$ cat src/common/core_pkg.sv
package core_pkg;

	////////////////////////////////////////
	// sizes
	////////////////////////////////////////
	localparam int num_stations = 4;
	localparam int rob_depth = 8;
	localparam int tag_width = 3;
	localparam int reg_count = 16;
	localparam int reg_width = 4;
	localparam int data_width = 32;

	// opcodes
	localparam logic [3:0] op_add = 4'h1;
	localparam logic [3:0] op_sub = 4'h2;
	localparam logic [3:0] op_addi = 4'h3;

	// low 20 bits hold either rs2 or an immediate
	typedef union packed {
		struct packed {
			logic [3:0] opcode;
			logic [reg_width-1:0] rd;
			logic [reg_width-1:0] rs1;
			logic [reg_width-1:0] rs2;
			logic [15:0] pad;
		} r;
		struct packed {
			logic [3:0] opcode;
			logic [reg_width-1:0] rd;
			logic [reg_width-1:0] rs1;
			logic [19:0] imm;
		} i;
	} inst_word;

endpackage

$ cat src/hw/register_file.sv
`timescale 1ns/1ps

module register_file (
	input logic clk,
	input logic rst_n,
	input logic [core_pkg::reg_width-1:0] rd_idx_a,
	input logic [core_pkg::reg_width-1:0] rd_idx_b,
	input logic rename,
	input logic [core_pkg::reg_width-1:0] rename_idx,
	input logic [core_pkg::tag_width-1:0] rename_tag,
	input logic write,
	input logic [core_pkg::reg_width-1:0] write_idx,
	input logic [core_pkg::tag_width-1:0] write_tag,
	input logic [core_pkg::data_width-1:0] write_data,
	output logic [core_pkg::data_width-1:0] val_a,
	output logic busy_a,
	output logic [core_pkg::tag_width-1:0] tag_a,
	output logic [core_pkg::data_width-1:0] val_b,
	output logic busy_b,
	output logic [core_pkg::tag_width-1:0] tag_b
);
	logic [core_pkg::data_width-1:0] regs [core_pkg::reg_count];
	logic [core_pkg::reg_count-1:0] busy;
	logic [core_pkg::tag_width-1:0] tags [core_pkg::reg_count];

	// r0 reads zero
	assign val_a = (rd_idx_a == '0) ? '0 : regs[rd_idx_a];
	assign busy_a = busy[rd_idx_a];
	assign tag_a = tags[rd_idx_a];
	assign val_b = (rd_idx_b == '0) ? '0 : regs[rd_idx_b];
	assign busy_b = busy[rd_idx_b];
	assign tag_b = tags[rd_idx_b];

	always_ff @(posedge clk) begin
		if (!rst_n) begin
			busy <= '0;
			for (int i = 0; i < core_pkg::reg_count; i++) begin
				regs[i] <= '0;
			end
		end else begin
			if (write && write_idx != '0) begin
				regs[write_idx] <= write_data;
				// only the last writer clears busy
				if (busy[write_idx] && tags[write_idx] == write_tag) begin
					busy[write_idx] <= 1'b0;
				end
			end
			// a new rename overrides the retiring one
			if (rename && rename_idx != '0) begin
				busy[rename_idx] <= 1'b1;
			end
		end
	end

	always_ff @(posedge clk) begin
		if (rename && rename_idx != '0) begin
			tags[rename_idx] <= rename_tag;
		end
	end

endmodule

$ cat src/hw/issue_unit.sv
`timescale 1ns/1ps

module issue_unit (
	input logic clk,
	input logic rst_n,
	input logic in_req,
	input core_pkg::inst_word in_inst,
	input logic [core_pkg::data_width-1:0] rf_val_a,
	input logic rf_busy_a,
	input logic [core_pkg::tag_width-1:0] rf_tag_a,
	input logic [core_pkg::data_width-1:0] rf_val_b,
	input logic rf_busy_b,
	input logic [core_pkg::tag_width-1:0] rf_tag_b,
	input logic [core_pkg::num_stations-1:0] station_busy,
	input logic rob_full,
	input logic [core_pkg::tag_width-1:0] alloc_tag,
	input logic look_done_a,
	input logic [core_pkg::data_width-1:0] look_val_a,
	input logic look_done_b,
	input logic [core_pkg::data_width-1:0] look_val_b,
	input logic cdb_valid,
	input logic [core_pkg::tag_width-1:0] cdb_tag,
	input logic [core_pkg::data_width-1:0] cdb_data,
	output logic in_ack,
	output logic [core_pkg::reg_width-1:0] rd_idx_a,
	output logic [core_pkg::reg_width-1:0] rd_idx_b,
	output logic rename,
	output logic [core_pkg::reg_width-1:0] rename_idx,
	output logic [core_pkg::num_stations-1:0] dispatch,
	output logic [3:0] disp_op,
	output logic [core_pkg::tag_width-1:0] disp_tag,
	output logic [core_pkg::data_width-1:0] disp_a_val,
	output logic disp_a_valid,
	output logic [core_pkg::tag_width-1:0] disp_a_tag,
	output logic [core_pkg::data_width-1:0] disp_b_val,
	output logic disp_b_valid,
	output logic [core_pkg::tag_width-1:0] disp_b_tag,
	output logic alloc,
	output logic [core_pkg::reg_width-1:0] alloc_rd,
	output logic [core_pkg::tag_width-1:0] look_tag_a,
	output logic [core_pkg::tag_width-1:0] look_tag_b
);
	logic is_addi;
	logic [core_pkg::data_width-1:0] imm_ext;
	logic [core_pkg::num_stations-1:0] free_sel;
	logic fire;

	////////////////////////////////////////
	// decode
	////////////////////////////////////////
	assign is_addi = in_inst.r.opcode == core_pkg::op_addi;
	assign imm_ext = $signed(in_inst.i.imm);
	assign rd_idx_a = in_inst.r.rs1;
	assign rd_idx_b = in_inst.r.rs2;
	assign look_tag_a = rf_tag_a;
	assign look_tag_b = rf_tag_b;

	// lowest idle station wins
	always_comb begin
		free_sel = '0;
		for (int i = core_pkg::num_stations - 1; i >= 0; i--) begin
			if (!station_busy[i]) begin
				free_sel = '0;
				free_sel[i] = 1'b1;
			end
		end
	end

	assign fire = in_req && !in_ack && !rob_full && (free_sel != '0);
	assign dispatch = free_sel & {core_pkg::num_stations{fire}};
	assign alloc = fire;
	assign alloc_rd = in_inst.r.rd;
	assign rename = fire && in_inst.r.rd != '0;
	assign rename_idx = in_inst.r.rd;
	assign disp_op = is_addi ? core_pkg::op_add : in_inst.r.opcode;
	assign disp_tag = alloc_tag;

	////////////////////////////////////////
	// operands: rf, then rob, then bus
	////////////////////////////////////////
	always_comb begin
		disp_a_valid = 1'b1;
		disp_a_val = rf_val_a;
		disp_a_tag = rf_tag_a;
		if (rf_busy_a) begin
			if (look_done_a) begin
				disp_a_val = look_val_a;
			end else if (cdb_valid && cdb_tag == rf_tag_a) begin
				disp_a_val = cdb_data;
			end else begin
				disp_a_valid = 1'b0;
			end
		end
	end

	always_comb begin
		disp_b_valid = 1'b1;
		disp_b_val = rf_val_b;
		disp_b_tag = rf_tag_b;
		if (is_addi) begin
			disp_b_val = imm_ext;
		end else if (rf_busy_b) begin
			if (look_done_b) begin
				disp_b_val = look_val_b;
			end else if (cdb_valid && cdb_tag == rf_tag_b) begin
				disp_b_val = cdb_data;
			end else begin
				disp_b_valid = 1'b0;
			end
		end
	end

	// four-phase input handshake
	always_ff @(posedge clk) begin
		if (!rst_n) begin
			in_ack <= 1'b0;
		end else if (fire) begin
			in_ack <= 1'b1;
		end else if (in_ack && !in_req) begin
			in_ack <= 1'b0;
		end
	end

endmodule

$ cat src/alu_station/alu_station.sv
`timescale 1ns/1ps

module alu_station (
	input logic clk,
	input logic rst_n,
	input logic dispatch,
	input logic [3:0] op,
	input logic [core_pkg::tag_width-1:0] dest_tag,
	input logic [core_pkg::data_width-1:0] a_val,
	input logic a_valid,
	input logic [core_pkg::tag_width-1:0] a_tag,
	input logic [core_pkg::data_width-1:0] b_val,
	input logic b_valid,
	input logic [core_pkg::tag_width-1:0] b_tag,
	input logic cdb_valid,
	input logic [core_pkg::tag_width-1:0] cdb_tag,
	input logic [core_pkg::data_width-1:0] cdb_data,
	input logic grant,
	output logic busy,
	output logic result_req,
	output logic [core_pkg::tag_width-1:0] result_tag,
	output logic [core_pkg::data_width-1:0] result_data
);
	logic is_sub;
	logic [core_pkg::tag_width-1:0] tag_q;
	logic [core_pkg::data_width-1:0] a_q;
	logic [core_pkg::data_width-1:0] b_q;
	logic [core_pkg::tag_width-1:0] a_tag_q;
	logic [core_pkg::tag_width-1:0] b_tag_q;
	logic a_ok;
	logic b_ok;
	logic a_hit;
	logic b_hit;
	logic ready;

	// bus snoop for waiting operands
	assign a_hit = busy && !a_ok && cdb_valid && cdb_tag == a_tag_q;
	assign b_hit = busy && !b_ok && cdb_valid && cdb_tag == b_tag_q;
	assign ready = busy && a_ok && b_ok && !result_req;

	always_ff @(posedge clk) begin
		if (!rst_n) begin
			busy <= 1'b0;
			result_req <= 1'b0;
			a_ok <= 1'b0;
			b_ok <= 1'b0;
		end else if (dispatch) begin
			busy <= 1'b1;
			a_ok <= a_valid;
			b_ok <= b_valid;
		end else begin
			if (a_hit) begin
				a_ok <= 1'b1;
			end
			if (b_hit) begin
				b_ok <= 1'b1;
			end
			if (ready) begin
				result_req <= 1'b1;
			end
			// freed in the grant cycle
			if (grant) begin
				result_req <= 1'b0;
				busy <= 1'b0;
			end
		end
	end

	always_ff @(posedge clk) begin
		if (dispatch) begin
			is_sub <= op == core_pkg::op_sub;
			tag_q <= dest_tag;
			a_q <= a_val;
			a_tag_q <= a_tag;
			b_q <= b_val;
			b_tag_q <= b_tag;
		end else begin
			if (a_hit) begin
				a_q <= cdb_data;
			end
			if (b_hit) begin
				b_q <= cdb_data;
			end
		end
		// 32-bit wraparound
		if (ready) begin
			result_tag <= tag_q;
			result_data <= is_sub ? a_q - b_q : a_q + b_q;
		end
	end

endmodule

$ cat src/hw/cdb_arbiter.sv
`timescale 1ns/1ps

module cdb_arbiter (
	input logic clk,
	input logic rst_n,
	input logic [core_pkg::num_stations-1:0] result_req,
	input logic [core_pkg::num_stations-1:0][core_pkg::tag_width-1:0] result_tag,
	input logic [core_pkg::num_stations-1:0][core_pkg::data_width-1:0] result_data,
	output logic [core_pkg::num_stations-1:0] grant,
	output logic cdb_valid,
	output logic [core_pkg::tag_width-1:0] cdb_tag,
	output logic [core_pkg::data_width-1:0] cdb_data
);
	logic [core_pkg::tag_width-1:0] win_tag;
	logic [core_pkg::data_width-1:0] win_data;

	// fixed priority, index 0 first
	always_comb begin
		grant = '0;
		for (int i = core_pkg::num_stations - 1; i >= 0; i--) begin
			if (result_req[i]) begin
				grant = '0;
				grant[i] = 1'b1;
			end
		end
	end

	// one-hot select of the winner
	always_comb begin
		win_tag = '0;
		win_data = '0;
		for (int i = 0; i < core_pkg::num_stations; i++) begin
			win_tag |= result_tag[i] & {core_pkg::tag_width{grant[i]}};
			win_data |= result_data[i] & {core_pkg::data_width{grant[i]}};
		end
	end

	always_ff @(posedge clk) begin
		if (!rst_n) begin
			cdb_valid <= 1'b0;
		end else begin
			cdb_valid <= grant != '0;
		end
	end

	always_ff @(posedge clk) begin
		cdb_tag <= win_tag;
		cdb_data <= win_data;
	end

endmodule

$ cat src/rob/reorder_buffer.sv
`timescale 1ns/1ps

module reorder_buffer (
	input logic clk,
	input logic rst_n,
	input logic alloc,
	input logic [core_pkg::reg_width-1:0] alloc_rd,
	input logic cdb_valid,
	input logic [core_pkg::tag_width-1:0] cdb_tag,
	input logic [core_pkg::data_width-1:0] cdb_data,
	input logic [core_pkg::tag_width-1:0] look_tag_a,
	input logic [core_pkg::tag_width-1:0] look_tag_b,
	input logic commit_ack,
	output logic [core_pkg::tag_width-1:0] alloc_tag,
	output logic full,
	output logic look_done_a,
	output logic [core_pkg::data_width-1:0] look_val_a,
	output logic look_done_b,
	output logic [core_pkg::data_width-1:0] look_val_b,
	output logic rf_write,
	output logic [core_pkg::reg_width-1:0] rf_write_idx,
	output logic [core_pkg::tag_width-1:0] rf_write_tag,
	output logic [core_pkg::data_width-1:0] rf_write_data,
	output logic commit_req,
	output logic [core_pkg::reg_width-1:0] commit_rd,
	output logic [core_pkg::data_width-1:0] commit_data
);
	logic [core_pkg::reg_width-1:0] ent_rd [core_pkg::rob_depth];
	logic [core_pkg::data_width-1:0] ent_val [core_pkg::rob_depth];
	logic [core_pkg::rob_depth-1:0] ent_done;
	logic [core_pkg::tag_width-1:0] head;
	logic [core_pkg::tag_width-1:0] tail;
	logic [core_pkg::tag_width:0] count;
	logic ack_wait;
	logic retire_start;
	logic retire_done;

	assign alloc_tag = tail;
	assign full = count == core_pkg::rob_depth;

	// operand lookup for the issue unit
	assign look_done_a = ent_done[look_tag_a];
	assign look_val_a = ent_val[look_tag_a];
	assign look_done_b = ent_done[look_tag_b];
	assign look_val_b = ent_val[look_tag_b];

	////////////////////////////////////////
	// retirement
	////////////////////////////////////////
	// start once the previous ack has dropped
	assign retire_start = !commit_req && (!ack_wait || !commit_ack) &&
		count != '0 && ent_done[head];
	assign retire_done = commit_req && commit_ack;

	// r0 still retires, just no rf write
	assign rf_write = retire_start && ent_rd[head] != '0;
	assign rf_write_idx = ent_rd[head];
	assign rf_write_tag = head;
	assign rf_write_data = ent_val[head];

	always_ff @(posedge clk) begin
		if (!rst_n) begin
			head <= '0;
			tail <= '0;
			count <= '0;
			ent_done <= '0;
			commit_req <= 1'b0;
			ack_wait <= 1'b0;
		end else begin
			if (alloc) begin
				tail <= tail + 1'b1;
				ent_done[tail] <= 1'b0;
			end
			if (cdb_valid) begin
				ent_done[cdb_tag] <= 1'b1;
			end
			if (retire_start) begin
				commit_req <= 1'b1;
			end
			if (retire_done) begin
				commit_req <= 1'b0;
				ack_wait <= 1'b1;
				head <= head + 1'b1;
			end else if (ack_wait && !commit_ack) begin
				ack_wait <= 1'b0;
			end
			if (alloc && !retire_done) begin
				count <= count + 1'b1;
			end else if (!alloc && retire_done) begin
				count <= count - 1'b1;
			end
		end
	end

	always_ff @(posedge clk) begin
		if (alloc) begin
			ent_rd[tail] <= alloc_rd;
		end
		if (cdb_valid) begin
			ent_val[cdb_tag] <= cdb_data;
		end
		// held stable for the whole handshake
		if (retire_start) begin
			commit_rd <= ent_rd[head];
			commit_data <= ent_val[head];
		end
	end

endmodule

$ cat src/hw/ooo_core.sv
`timescale 1ns/1ps

module ooo_core (
	input logic clk,
	input logic rst_n,
	input logic in_req,
	input core_pkg::inst_word in_inst,
	input logic commit_ack,
	output logic in_ack,
	output logic commit_req,
	output logic [core_pkg::reg_width-1:0] commit_rd,
	output logic [core_pkg::data_width-1:0] commit_data
);
	// register file read and rename
	logic [core_pkg::reg_width-1:0] rd_idx_a;
	logic [core_pkg::reg_width-1:0] rd_idx_b;
	logic [core_pkg::data_width-1:0] rf_val_a;
	logic [core_pkg::data_width-1:0] rf_val_b;
	logic rf_busy_a;
	logic rf_busy_b;
	logic [core_pkg::tag_width-1:0] rf_tag_a;
	logic [core_pkg::tag_width-1:0] rf_tag_b;
	logic rename;
	logic [core_pkg::reg_width-1:0] rename_idx;

	// dispatch
	logic [core_pkg::num_stations-1:0] dispatch;
	logic [core_pkg::num_stations-1:0] station_busy;
	logic [3:0] disp_op;
	logic [core_pkg::tag_width-1:0] disp_tag;
	logic [core_pkg::data_width-1:0] disp_a_val;
	logic disp_a_valid;
	logic [core_pkg::tag_width-1:0] disp_a_tag;
	logic [core_pkg::data_width-1:0] disp_b_val;
	logic disp_b_valid;
	logic [core_pkg::tag_width-1:0] disp_b_tag;

	// rob
	logic alloc;
	logic rob_full;
	logic [core_pkg::reg_width-1:0] alloc_rd;
	logic [core_pkg::tag_width-1:0] alloc_tag;
	logic [core_pkg::tag_width-1:0] look_tag_a;
	logic [core_pkg::tag_width-1:0] look_tag_b;
	logic look_done_a;
	logic look_done_b;
	logic [core_pkg::data_width-1:0] look_val_a;
	logic [core_pkg::data_width-1:0] look_val_b;
	logic rf_write;
	logic [core_pkg::reg_width-1:0] rf_write_idx;
	logic [core_pkg::tag_width-1:0] rf_write_tag;
	logic [core_pkg::data_width-1:0] rf_write_data;

	// results and bus
	logic [core_pkg::num_stations-1:0] result_req;
	logic [core_pkg::num_stations-1:0][core_pkg::tag_width-1:0] result_tag;
	logic [core_pkg::num_stations-1:0][core_pkg::data_width-1:0] result_data;
	logic [core_pkg::num_stations-1:0] grant;
	logic cdb_valid;
	logic [core_pkg::tag_width-1:0] cdb_tag;
	logic [core_pkg::data_width-1:0] cdb_data;

	issue_unit issue_unit_i (
		.clk, .rst_n, .in_req, .in_inst,
		.rf_val_a, .rf_busy_a, .rf_tag_a, .rf_val_b, .rf_busy_b, .rf_tag_b,
		.station_busy, .rob_full, .alloc_tag,
		.look_done_a, .look_val_a, .look_done_b, .look_val_b,
		.cdb_valid, .cdb_tag, .cdb_data,
		.in_ack, .rd_idx_a, .rd_idx_b, .rename, .rename_idx, .dispatch,
		.disp_op, .disp_tag, .disp_a_val, .disp_a_valid, .disp_a_tag,
		.disp_b_val, .disp_b_valid, .disp_b_tag,
		.alloc, .alloc_rd, .look_tag_a, .look_tag_b
	);

	register_file register_file_i (
		.clk, .rst_n, .rd_idx_a, .rd_idx_b,
		.rename, .rename_idx, .rename_tag(alloc_tag),
		.write(rf_write), .write_idx(rf_write_idx),
		.write_tag(rf_write_tag), .write_data(rf_write_data),
		.val_a(rf_val_a), .busy_a(rf_busy_a), .tag_a(rf_tag_a),
		.val_b(rf_val_b), .busy_b(rf_busy_b), .tag_b(rf_tag_b)
	);

	for (genvar i = 0; i < core_pkg::num_stations; i++) begin : g_station
		alu_station alu_station_i (
			.clk, .rst_n, .dispatch(dispatch[i]),
			.op(disp_op), .dest_tag(disp_tag),
			.a_val(disp_a_val), .a_valid(disp_a_valid), .a_tag(disp_a_tag),
			.b_val(disp_b_val), .b_valid(disp_b_valid), .b_tag(disp_b_tag),
			.cdb_valid, .cdb_tag, .cdb_data, .grant(grant[i]),
			.busy(station_busy[i]), .result_req(result_req[i]),
			.result_tag(result_tag[i]), .result_data(result_data[i])
		);
	end

	cdb_arbiter cdb_arbiter_i (
		.clk, .rst_n, .result_req, .result_tag, .result_data,
		.grant, .cdb_valid, .cdb_tag, .cdb_data
	);

	reorder_buffer reorder_buffer_i (
		.clk, .rst_n, .alloc, .alloc_rd, .cdb_valid, .cdb_tag, .cdb_data,
		.look_tag_a, .look_tag_b, .commit_ack,
		.alloc_tag, .full(rob_full),
		.look_done_a, .look_val_a, .look_done_b, .look_val_b,
		.rf_write, .rf_write_idx, .rf_write_tag, .rf_write_data,
		.commit_req, .commit_rd, .commit_data
	);

endmodule

$ cat config.mk
export PLATFORM = sky130hd
export DESIGN_NAME = ooo_core
export DESIGN_NICKNAME = d
export VERILOG_FILES = /design/src/common/core_pkg.sv /design/src/hw/register_file.sv /design/src/hw/issue_unit.sv /design/src/alu_station/alu_station.sv /design/src/hw/cdb_arbiter.sv /design/src/rob/reorder_buffer.sv /design/src/hw/ooo_core.sv
export SDC_FILE = /design/constraint.sdc
export NUM_CORES = 2
export LEC_CHECK = 0
export BUFFER_PORTS_ARGS = -buffer_cell sky130_fd_sc_hd__clkbuf_2
export CAP_MARGIN = 25
export CORE_UTILIZATION = 55
export CTS_CLUSTER_SIZE = 30
export DETAILED_ROUTE_END_ITERATION = 16
export GPL_TIMING_DRIVEN = 0
export PLACE_DENSITY = 0.74
export SLEW_MARGIN = 10
export SYNTH_ARGS = -nofsm -noshare
export SYNTH_HDL_FRONTEND = slang
export SYNTH_HIERARCHICAL = 1
export SYNTH_SLANG_ARGS = --single-unit
$ cat constraint.sdc
create_clock -name clk -period 5.6 [get_ports clk]
set_input_delay 0.28 -clock clk [delete_from_list [all_inputs] [get_ports clk]]
set_output_delay 0.28 -clock clk [all_outputs]
set_load 0.01 [all_outputs]
Word-level counts from Yosys, hierarchy flattened. Memory sizes are Yosys's and may differ from the RTL's. A register that Yosys moved wholly into a read port is not among the register bits. Index checks and enable logic that the tools add are counted.

Flip-flop bits (word level): 561. Memory bits (writable): 848. Bits of input ports: 36. Output and inout port bits: 38. Word-level logic and storage cells: 368. Memories kept: 4.

Memories: register_file_i.regs (words 16, width 32, rd ports 2, clocked after memory_dff 0, wr ports 16, line register_file.sv:22) `logic [core_pkg::data_width-1:0] regs [core_pkg::reg_count];`; reorder_buffer_i.ent_val (words 8, width 32, rd ports 3, clocked after memory_dff 1, wr ports 1, line reorder_buffer.sv:29) `logic [core_pkg::data_width-1:0] ent_val [core_pkg::rob_depth];`; register_file_i.tags (words 16, width 3, rd ports 3, clocked after memory_dff 0, wr ports 1, line register_file.sv:24) `logic [core_pkg::tag_width-1:0] tags [core_pkg::reg_count];`; reorder_buffer_i.ent_rd (words 8, width 4, rd ports 1, clocked after memory_dff 1, wr ports 1, line reorder_buffer.sv:28) `logic [core_pkg::reg_width-1:0] ent_rd [core_pkg::rob_depth];`.

Add/sub/neg operators: 12. Order comparisons: 13. Equal/unequal tests: 14. Muxes and demuxes: 127. Bitwise gates (word level): 26. Reduce and logical (&&, ||, !) cells: 111.

Operators with widths (number): 32-bit two-way mux (30); 32-bit adder (4); 32-bit bitwise AND (4); 32-bit subtractor (4); 32-bit bitwise OR (3); 1-bit two-way mux (64); 16-bit two-way mux (4); 1-bit logical AND (58); 4-bit two-way mux (12); 2-bit nonzero test (19); 3-bit equality test (11); 32-bit OR reduction (1); 8-bit two-way mux (3); 1-bit logical NOT (20); 3-bit by 4-bit < comparator with 1-bit output, second input constant (5); 4-bit by 5-bit < comparator with 1-bit output, second input constant (4); 4-bit nonzero test (5); 16-bit bitwise AND (1); 16-bit NOT (1); 16-bit bitwise OR (1); 3-bit bitwise AND (4); 1-bit binary-select mux with 4-bit select (3); 3-bit two-way mux (4); 1-bit binary-select mux with 3-bit select (3); 19 further kinds (35).

Depth between registers and ports, before layout.
Word-level depth: 12. Gate-level depth with buffers: 19. Gate-level depth less buffers: 18.

Cells and area by module. The synthesis kept the hierarchy.

By module, submodules not included: register_file (times used 1, cells each 1827, area each 30594.3 µm², sequential area each 17136.4 µm²); alu_station at g_station[0].alu_station_i ... (times used 3, cells each 643, area each 6507.5 µm², sequential area each 3353.2 µm²); reorder_buffer (times used 1, cells each 809, area each 16868.7 µm², sequential area each 10189.8 µm²); alu_station at g_station[3].alu_station_i (times used 1, cells each 640, area each 6473.7 µm², sequential area each 3353.2 µm²); issue_unit (times used 1, cells each 507, area each 3667.3 µm², sequential area each 20.0 µm²); cdb_arbiter (times used 1, cells each 201, area each 1931.9 µm², sequential area each 720.7 µm²).

Least setup slack after synthesis. OpenSTA, ideal clock, no wires.

Kind: reg2reg. From: register reorder_buffer_i.head (netlist bit reorder_buffer_i/rf_write_tag[1]). To: memory register_file_i/regs[12][0] (netlist name), enable pin. Setup time: 0.470 ns. Data arrival time: 5.677 ns. Required time: 5.130 ns. Path slack: -0.547 ns. Cell stages (with the launch flop): 8. Buffers on the path: 1. Period minus slack after synthesis: 6.147 ns. Path through: dfxtp_1 > buf_4 > mux2i_1 > mux4_2 > a2111oi_4 > o41a_1 > nand3_1 > o31ai_1.

RTL lines: from (decl) (line reorder_buffer.sv:31) `logic [core_pkg::tag_width-1:0] head;`; from (signal assigned) (line reorder_buffer.sv:83) `head <= head + 1'b1;`; to (decl) (line register_file.sv:22).

Worst setup path in the final report.
From: input in_inst[17] (netlist name). To: register g_station[1].alu_station_i/b_q[27] (netlist name) (data pin).

Elaborated cells on any way between the ends: 16. Those cells by class: eq/ne (1); mux (10); reduce/logical (2); memory (3).

RTL lines: from (decl) (line ooo_core.sv:7) `input core_pkg::inst_word in_inst,`; memory 16 x 3 bit; named net rf_tag_b (one bit) (line ooo_core.sv:22) `logic [core_pkg::tag_width-1:0] rf_tag_b;`; 1-bit binary-select mux with 3-bit select (line reorder_buffer.sv:44) `assign look_done_b = ent_done[look_tag_b];`; 1-bit two-way mux (implied by the code) (line reorder_buffer.sv:44); named net look_done_b (line ooo_core.sv:46) `logic look_done_b;`; 32-bit two-way mux (line issue_unit.sv:103) `if (look_done_b) begin`; 32-bit two-way mux (line issue_unit.sv:102) `end else if (rf_busy_b) begin`; 32-bit two-way mux (line issue_unit.sv:100) `if (is_addi) begin`; named net disp_b_val (one bit) (line ooo_core.sv:34) `logic [core_pkg::data_width-1:0] disp_b_val;`; 32-bit two-way mux (line alu_station.sv:70) `if (dispatch) begin`; to (signal assigned) (line alu_station.sv:75) `b_q <= b_val;`; to (signal assigned) (line alu_station.sv:82) `b_q <= cdb_data;`; to (decl) (line alu_station.sv:27) `logic [core_pkg::data_width-1:0] b_q;`.

The timed path passes the listed nets, and every way through them passes these cells. The select of a mux whose other input is x is not followed. A chain may end at the register's enable or synchronous reset.

==> out/qor.yml <==
run_status: "finished with violations"
violations: "negative setup slack"
dieArea_sq_um: 145000
crit_arrival_ns: 6.26
drv_slew: 0
wl_um: 242000
clk-insertion-delay-late_ns: 0.82
synthFlopType: "edfxtp_1"
pre_cts_slack_ns: -2.15
critPathCaptureType: "flop"
timing.setup.tns_ns: -0.0339
criticalPathCategory: "in -> reg"
grt_pass1_vias: 54600
synth_cells: 5913
cp_max_fo: 10
cts_buffers: 150
hpwl_um: 181000
rsz0062_at_grt: "false"
place.gp.congestion: 0.993
ys_ff_latch: 1412
synth_top_family_by_area: "multiplexers"
postRouteAntennaNets: 0
synth.avg_cell_area_sq_um: 13.4
cts-root-buf: "clkbuf_16"
fp.dieH_um: 381
route.detailed.drc: 0
required_ns: 6.23
netlist_area_sq_um: 79100
grt_max_degree: 31
fin_cells: 8259
p_leak_nw: 31.2
period_share: 1.01
start_util: 0.556
worst_pin_slew_ns: 1.09
max_freq_mhz: 178
drt_iter0_markers: 7021
hold_violations: 0
drv_cap: 0
clk_path_buf_depth: 3
ys.warnings.count: 6
antenna_found_initial: 3
ios: 74
synth-async-reset-ratio: 0
finalSetupViolations: 2
crit_path_top_delay_cell: "a31oi_1"
skew_ns: 0.0546
cts.sinks: 1412
portBuffers: 69
regToRegSetupSlack_ns: 0.20
track_usage: 0.332
synth-compound-area-share: 0.0754
vias: 54800
reg2reg_depth: 14
power_density_nw_per_um2: 305
fin_crit_ns: 5.63
grt_overflow: 0
ir_worst_vdd_mv: 0.269
cts_tree: "built"
synthSimpleGateAreaFrac: 0.133
die_w_um: 381
yosysSeqAreaShare: 0.525
slew_headroom: 0.269
crit_path_start_kind: "primary input"
synth.distinct_cells: 95
rows: 138
hold_class: "in -> reg"
r2r_start: "register_file_i/tags[10][0]$_DFFE_PP_"
syn_to_final_growth_pct: 12.4
core_sq_um: 142000
cp_cell_sequence: "clkbuf_2, buf_4, buf_2, buf_2, mux4_2, mux4_2, buf_4, buf_2, clkbuf_4, mux4_2, mux2_2, clkbuf_1, clkbuf_1, and3b_1, o41ai_1, a31oi_1, nand2_1, nand2_1"
critPathCapture: "g_station[1].alu_station_i/b_q[27]$_DFFE_PP_"
synth_fa_ha_area_frac: 0.0223
wl_per_cell_um: 29.3
place_inst: 7968
synth-xor-area-share: 0.0316
reg2reg_to: "g_station[1].alu_station_i/b_q[27]$_DFFE_PP_"
synth_edf_count: 1320
nets: 6417
clkTransAtPathRegs_ns: 0.06
fin_ws_ns: -0.0307
dr.pass1.iters: 8
startpoint: "in_inst[17]"
slowest_delay_ns: 0.75
synth_mux_area_frac: 0.183
htreeDepth: 4
post-route-util: 0.625
final_layout_size_suffix_gt1_frac: 0.222
via_per_inst: 6.63
grt_pass1_wl_um: 352000
worst max-delay path: cells and delay by family:
family | cells | cell delay, ns
and+or+nand+nor | 3 | 0.47
buffers and inverters | 9 | 2.76
AOI/OAI and AO/OA | 2 | 0.82
muxes | 4 | 1.87
registers in the layout (all words and copies together), names as in the netlist, 12 cells and up, named ones only:
signal,count
register_file_i/busy,16
g_station.alu_station_i/a_q,128
g_station.alu_station_i/b_q,128
g_station.alu_station_i/result_data,128
reorder_buffer_i/ent_rd,32
register_file_i/tags,48
register_file_i/regs,512
g_station.alu_station_i/result_tag,12
reorder_buffer_i/commit_data,32
cdb_arbiter_i/cdb_data,32
g_station.alu_station_i/a_tag_q,12
reorder_buffer_i/ent_val,256
g_station.alu_station_i/tag_q,12
g_station.alu_station_i/b_tag_q,12
synth_stat cells, drive strengths merged (24+ instances only):
cell type | count | area share
or2 | 36 | 0.0028
xnor2 | 206 | 0.023
xor2 | 75 | 0.0083
nor3 | 53 | 0.0039
nand3b | 26 | 0.0025
a221o | 25 | 0.0032
nor2b | 127 | 0.010
nor2 | 213 | 0.010
nand4 | 30 | 0.0024
inv | 79 | 0.0038
buf | 169 | 0.012
dfxtp | 92 | 0.023
a31oi | 71 | 0.0063
nand2 | 787 | 0.037
a21oi | 177 | 0.011
mux4 | 580 | 0.17
a221oi | 48 | 0.0078
mux2 | 103 | 0.015
o21ai | 142 | 0.0090
ha | 133 | 0.021
o21bai | 24 | 0.0023
edfxtp | 1320 | 0.50
a21o | 79 | 0.0075
a41oi | 54 | 0.0060
o22ai | 31 | 0.0025
a211oi | 48 | 0.0065
clkbuf | 296 | 0.014
nor4 | 42 | 0.0036
nand3 | 37 | 0.0023
and2 | 505 | 0.040
layout make-up:
| type | instances | area (sq um) |
|---|---|---|
| Fill cell | 10300 | 53300 |
| Tap cell | 1890 | 2360 |
| Antenna cell | 1 | 2.50 |
| Timing Repair Buffer | 149 | 1570 |
| Inverter | 83 | 312 |
| Buffer | 460 | 2070 |
| Multi-Input combinational cell | 3987 | 35900 |
| Clock inverter | 87 | 1090 |
| Sequential cell | 1412 | 41500 |
| Clock buffer | 190 | 4020 |
cells by family (layout without fill, tap and decap cells):
group                    Yosys count  in the layout
AND/OR/NAND/NOR                 2020           2020
flip-flops                      1412           1412
AO/OA/AOI/OAI                    807            807
multiplexers                     706            706
buffers and inverters            548            969
XOR/XNOR                         281            281
adder cells (fa/ha/maj)          138            138
other                              1             36
layout by cell type, fill, tap and decap left out, drive strengths merged, types with 24 or more instances in the layout:
cell type  instances
nor4              42
xor2              75
a21oi            177
a41oi             54
clkinv            56
or2               36
o21bai            24
conb              35
o22ai             31
nand3b            26
nand4             30
a21o              79
o21ai            142
nor2             213
and2             505
nand2            787
a211oi            48
a221o             25
a31oi             71
buf              241
nor2b            127
dfxtp             92
mux4             580
clkbuf           552
edfxtp          1320
ha               133
a221oi            48
nand3             37
mux2             103
nor3              53
xnor2            206
inv               85
timing repair:
item,4_1_cts,5_1_grt
hold buffers,6,0
gates resized for setup,40,30
setup endpoints to repair,264,188
pin swaps,0,3
cloned,0,0
buffers inserted,0,3
hold endpoints to repair,39,0
metrics by stage:
stage	total power, mW	hold WS [ns]	instance area [sq um]
2_1_floorplan	15.4	0.400	79200
3_3_place_gp	16.6	0.401	81900
3_5_place_dp	16.8	0.405	83200
4_1_cts	27.0	0.0226	88600
5_1_grt	27.9	0.0649	88800
6_report	27.1	0.0666	88800
report_power, final:
part / internal [mW] / total (mW) / switching [mW]
Sequential: 12.0 / 12.3 / 0.271
Combinational: 1.80 / 4.52 / 2.71
Clock: 5.94 / 10.3 / 4.36
Total: 19.7 / 27.1 / 7.35
worst min-delay path by stage:
stage	to	slack, ns	from	cells after the start
floorplan	g_station[0].alu_station_i/result_tag[0]$_DFFE_PP_	0.40	g_station[0].alu_station_i/tag_q[0]$_DFFE_PP_	0
finish	g_station[1].alu_station_i/is_sub$_DFFE_PP_	0.07	in_inst[28]	3
global route	g_station[2].alu_station_i/is_sub$_DFFE_PP_	0.06	in_inst[30]	3
global placement	g_station[3].alu_station_i/result_tag[1]$_DFFE_PP_	0.40	g_station[3].alu_station_i/tag_q[1]$_DFFE_PP_	0
detailed placement	g_station[1].alu_station_i/result_tag[2]$_DFFE_PP_	0.40	g_station[1].alu_station_i/tag_q[2]$_DFFE_PP_	0
CTS	g_station[1].alu_station_i/is_sub$_DFFE_PP_	0.02	in_inst[28]	3
metal layers:
layer	GRT usage	wire (um)	vias to the layer above
met5	0	13	-
met4	0.184	15100	2
met3	0.0695	25900	698
met2	0.541	116000	3457
met1	0.416	85500	27300
li1	-	-	23300
No activity file was read; power rests on OpenSTA's default activity.
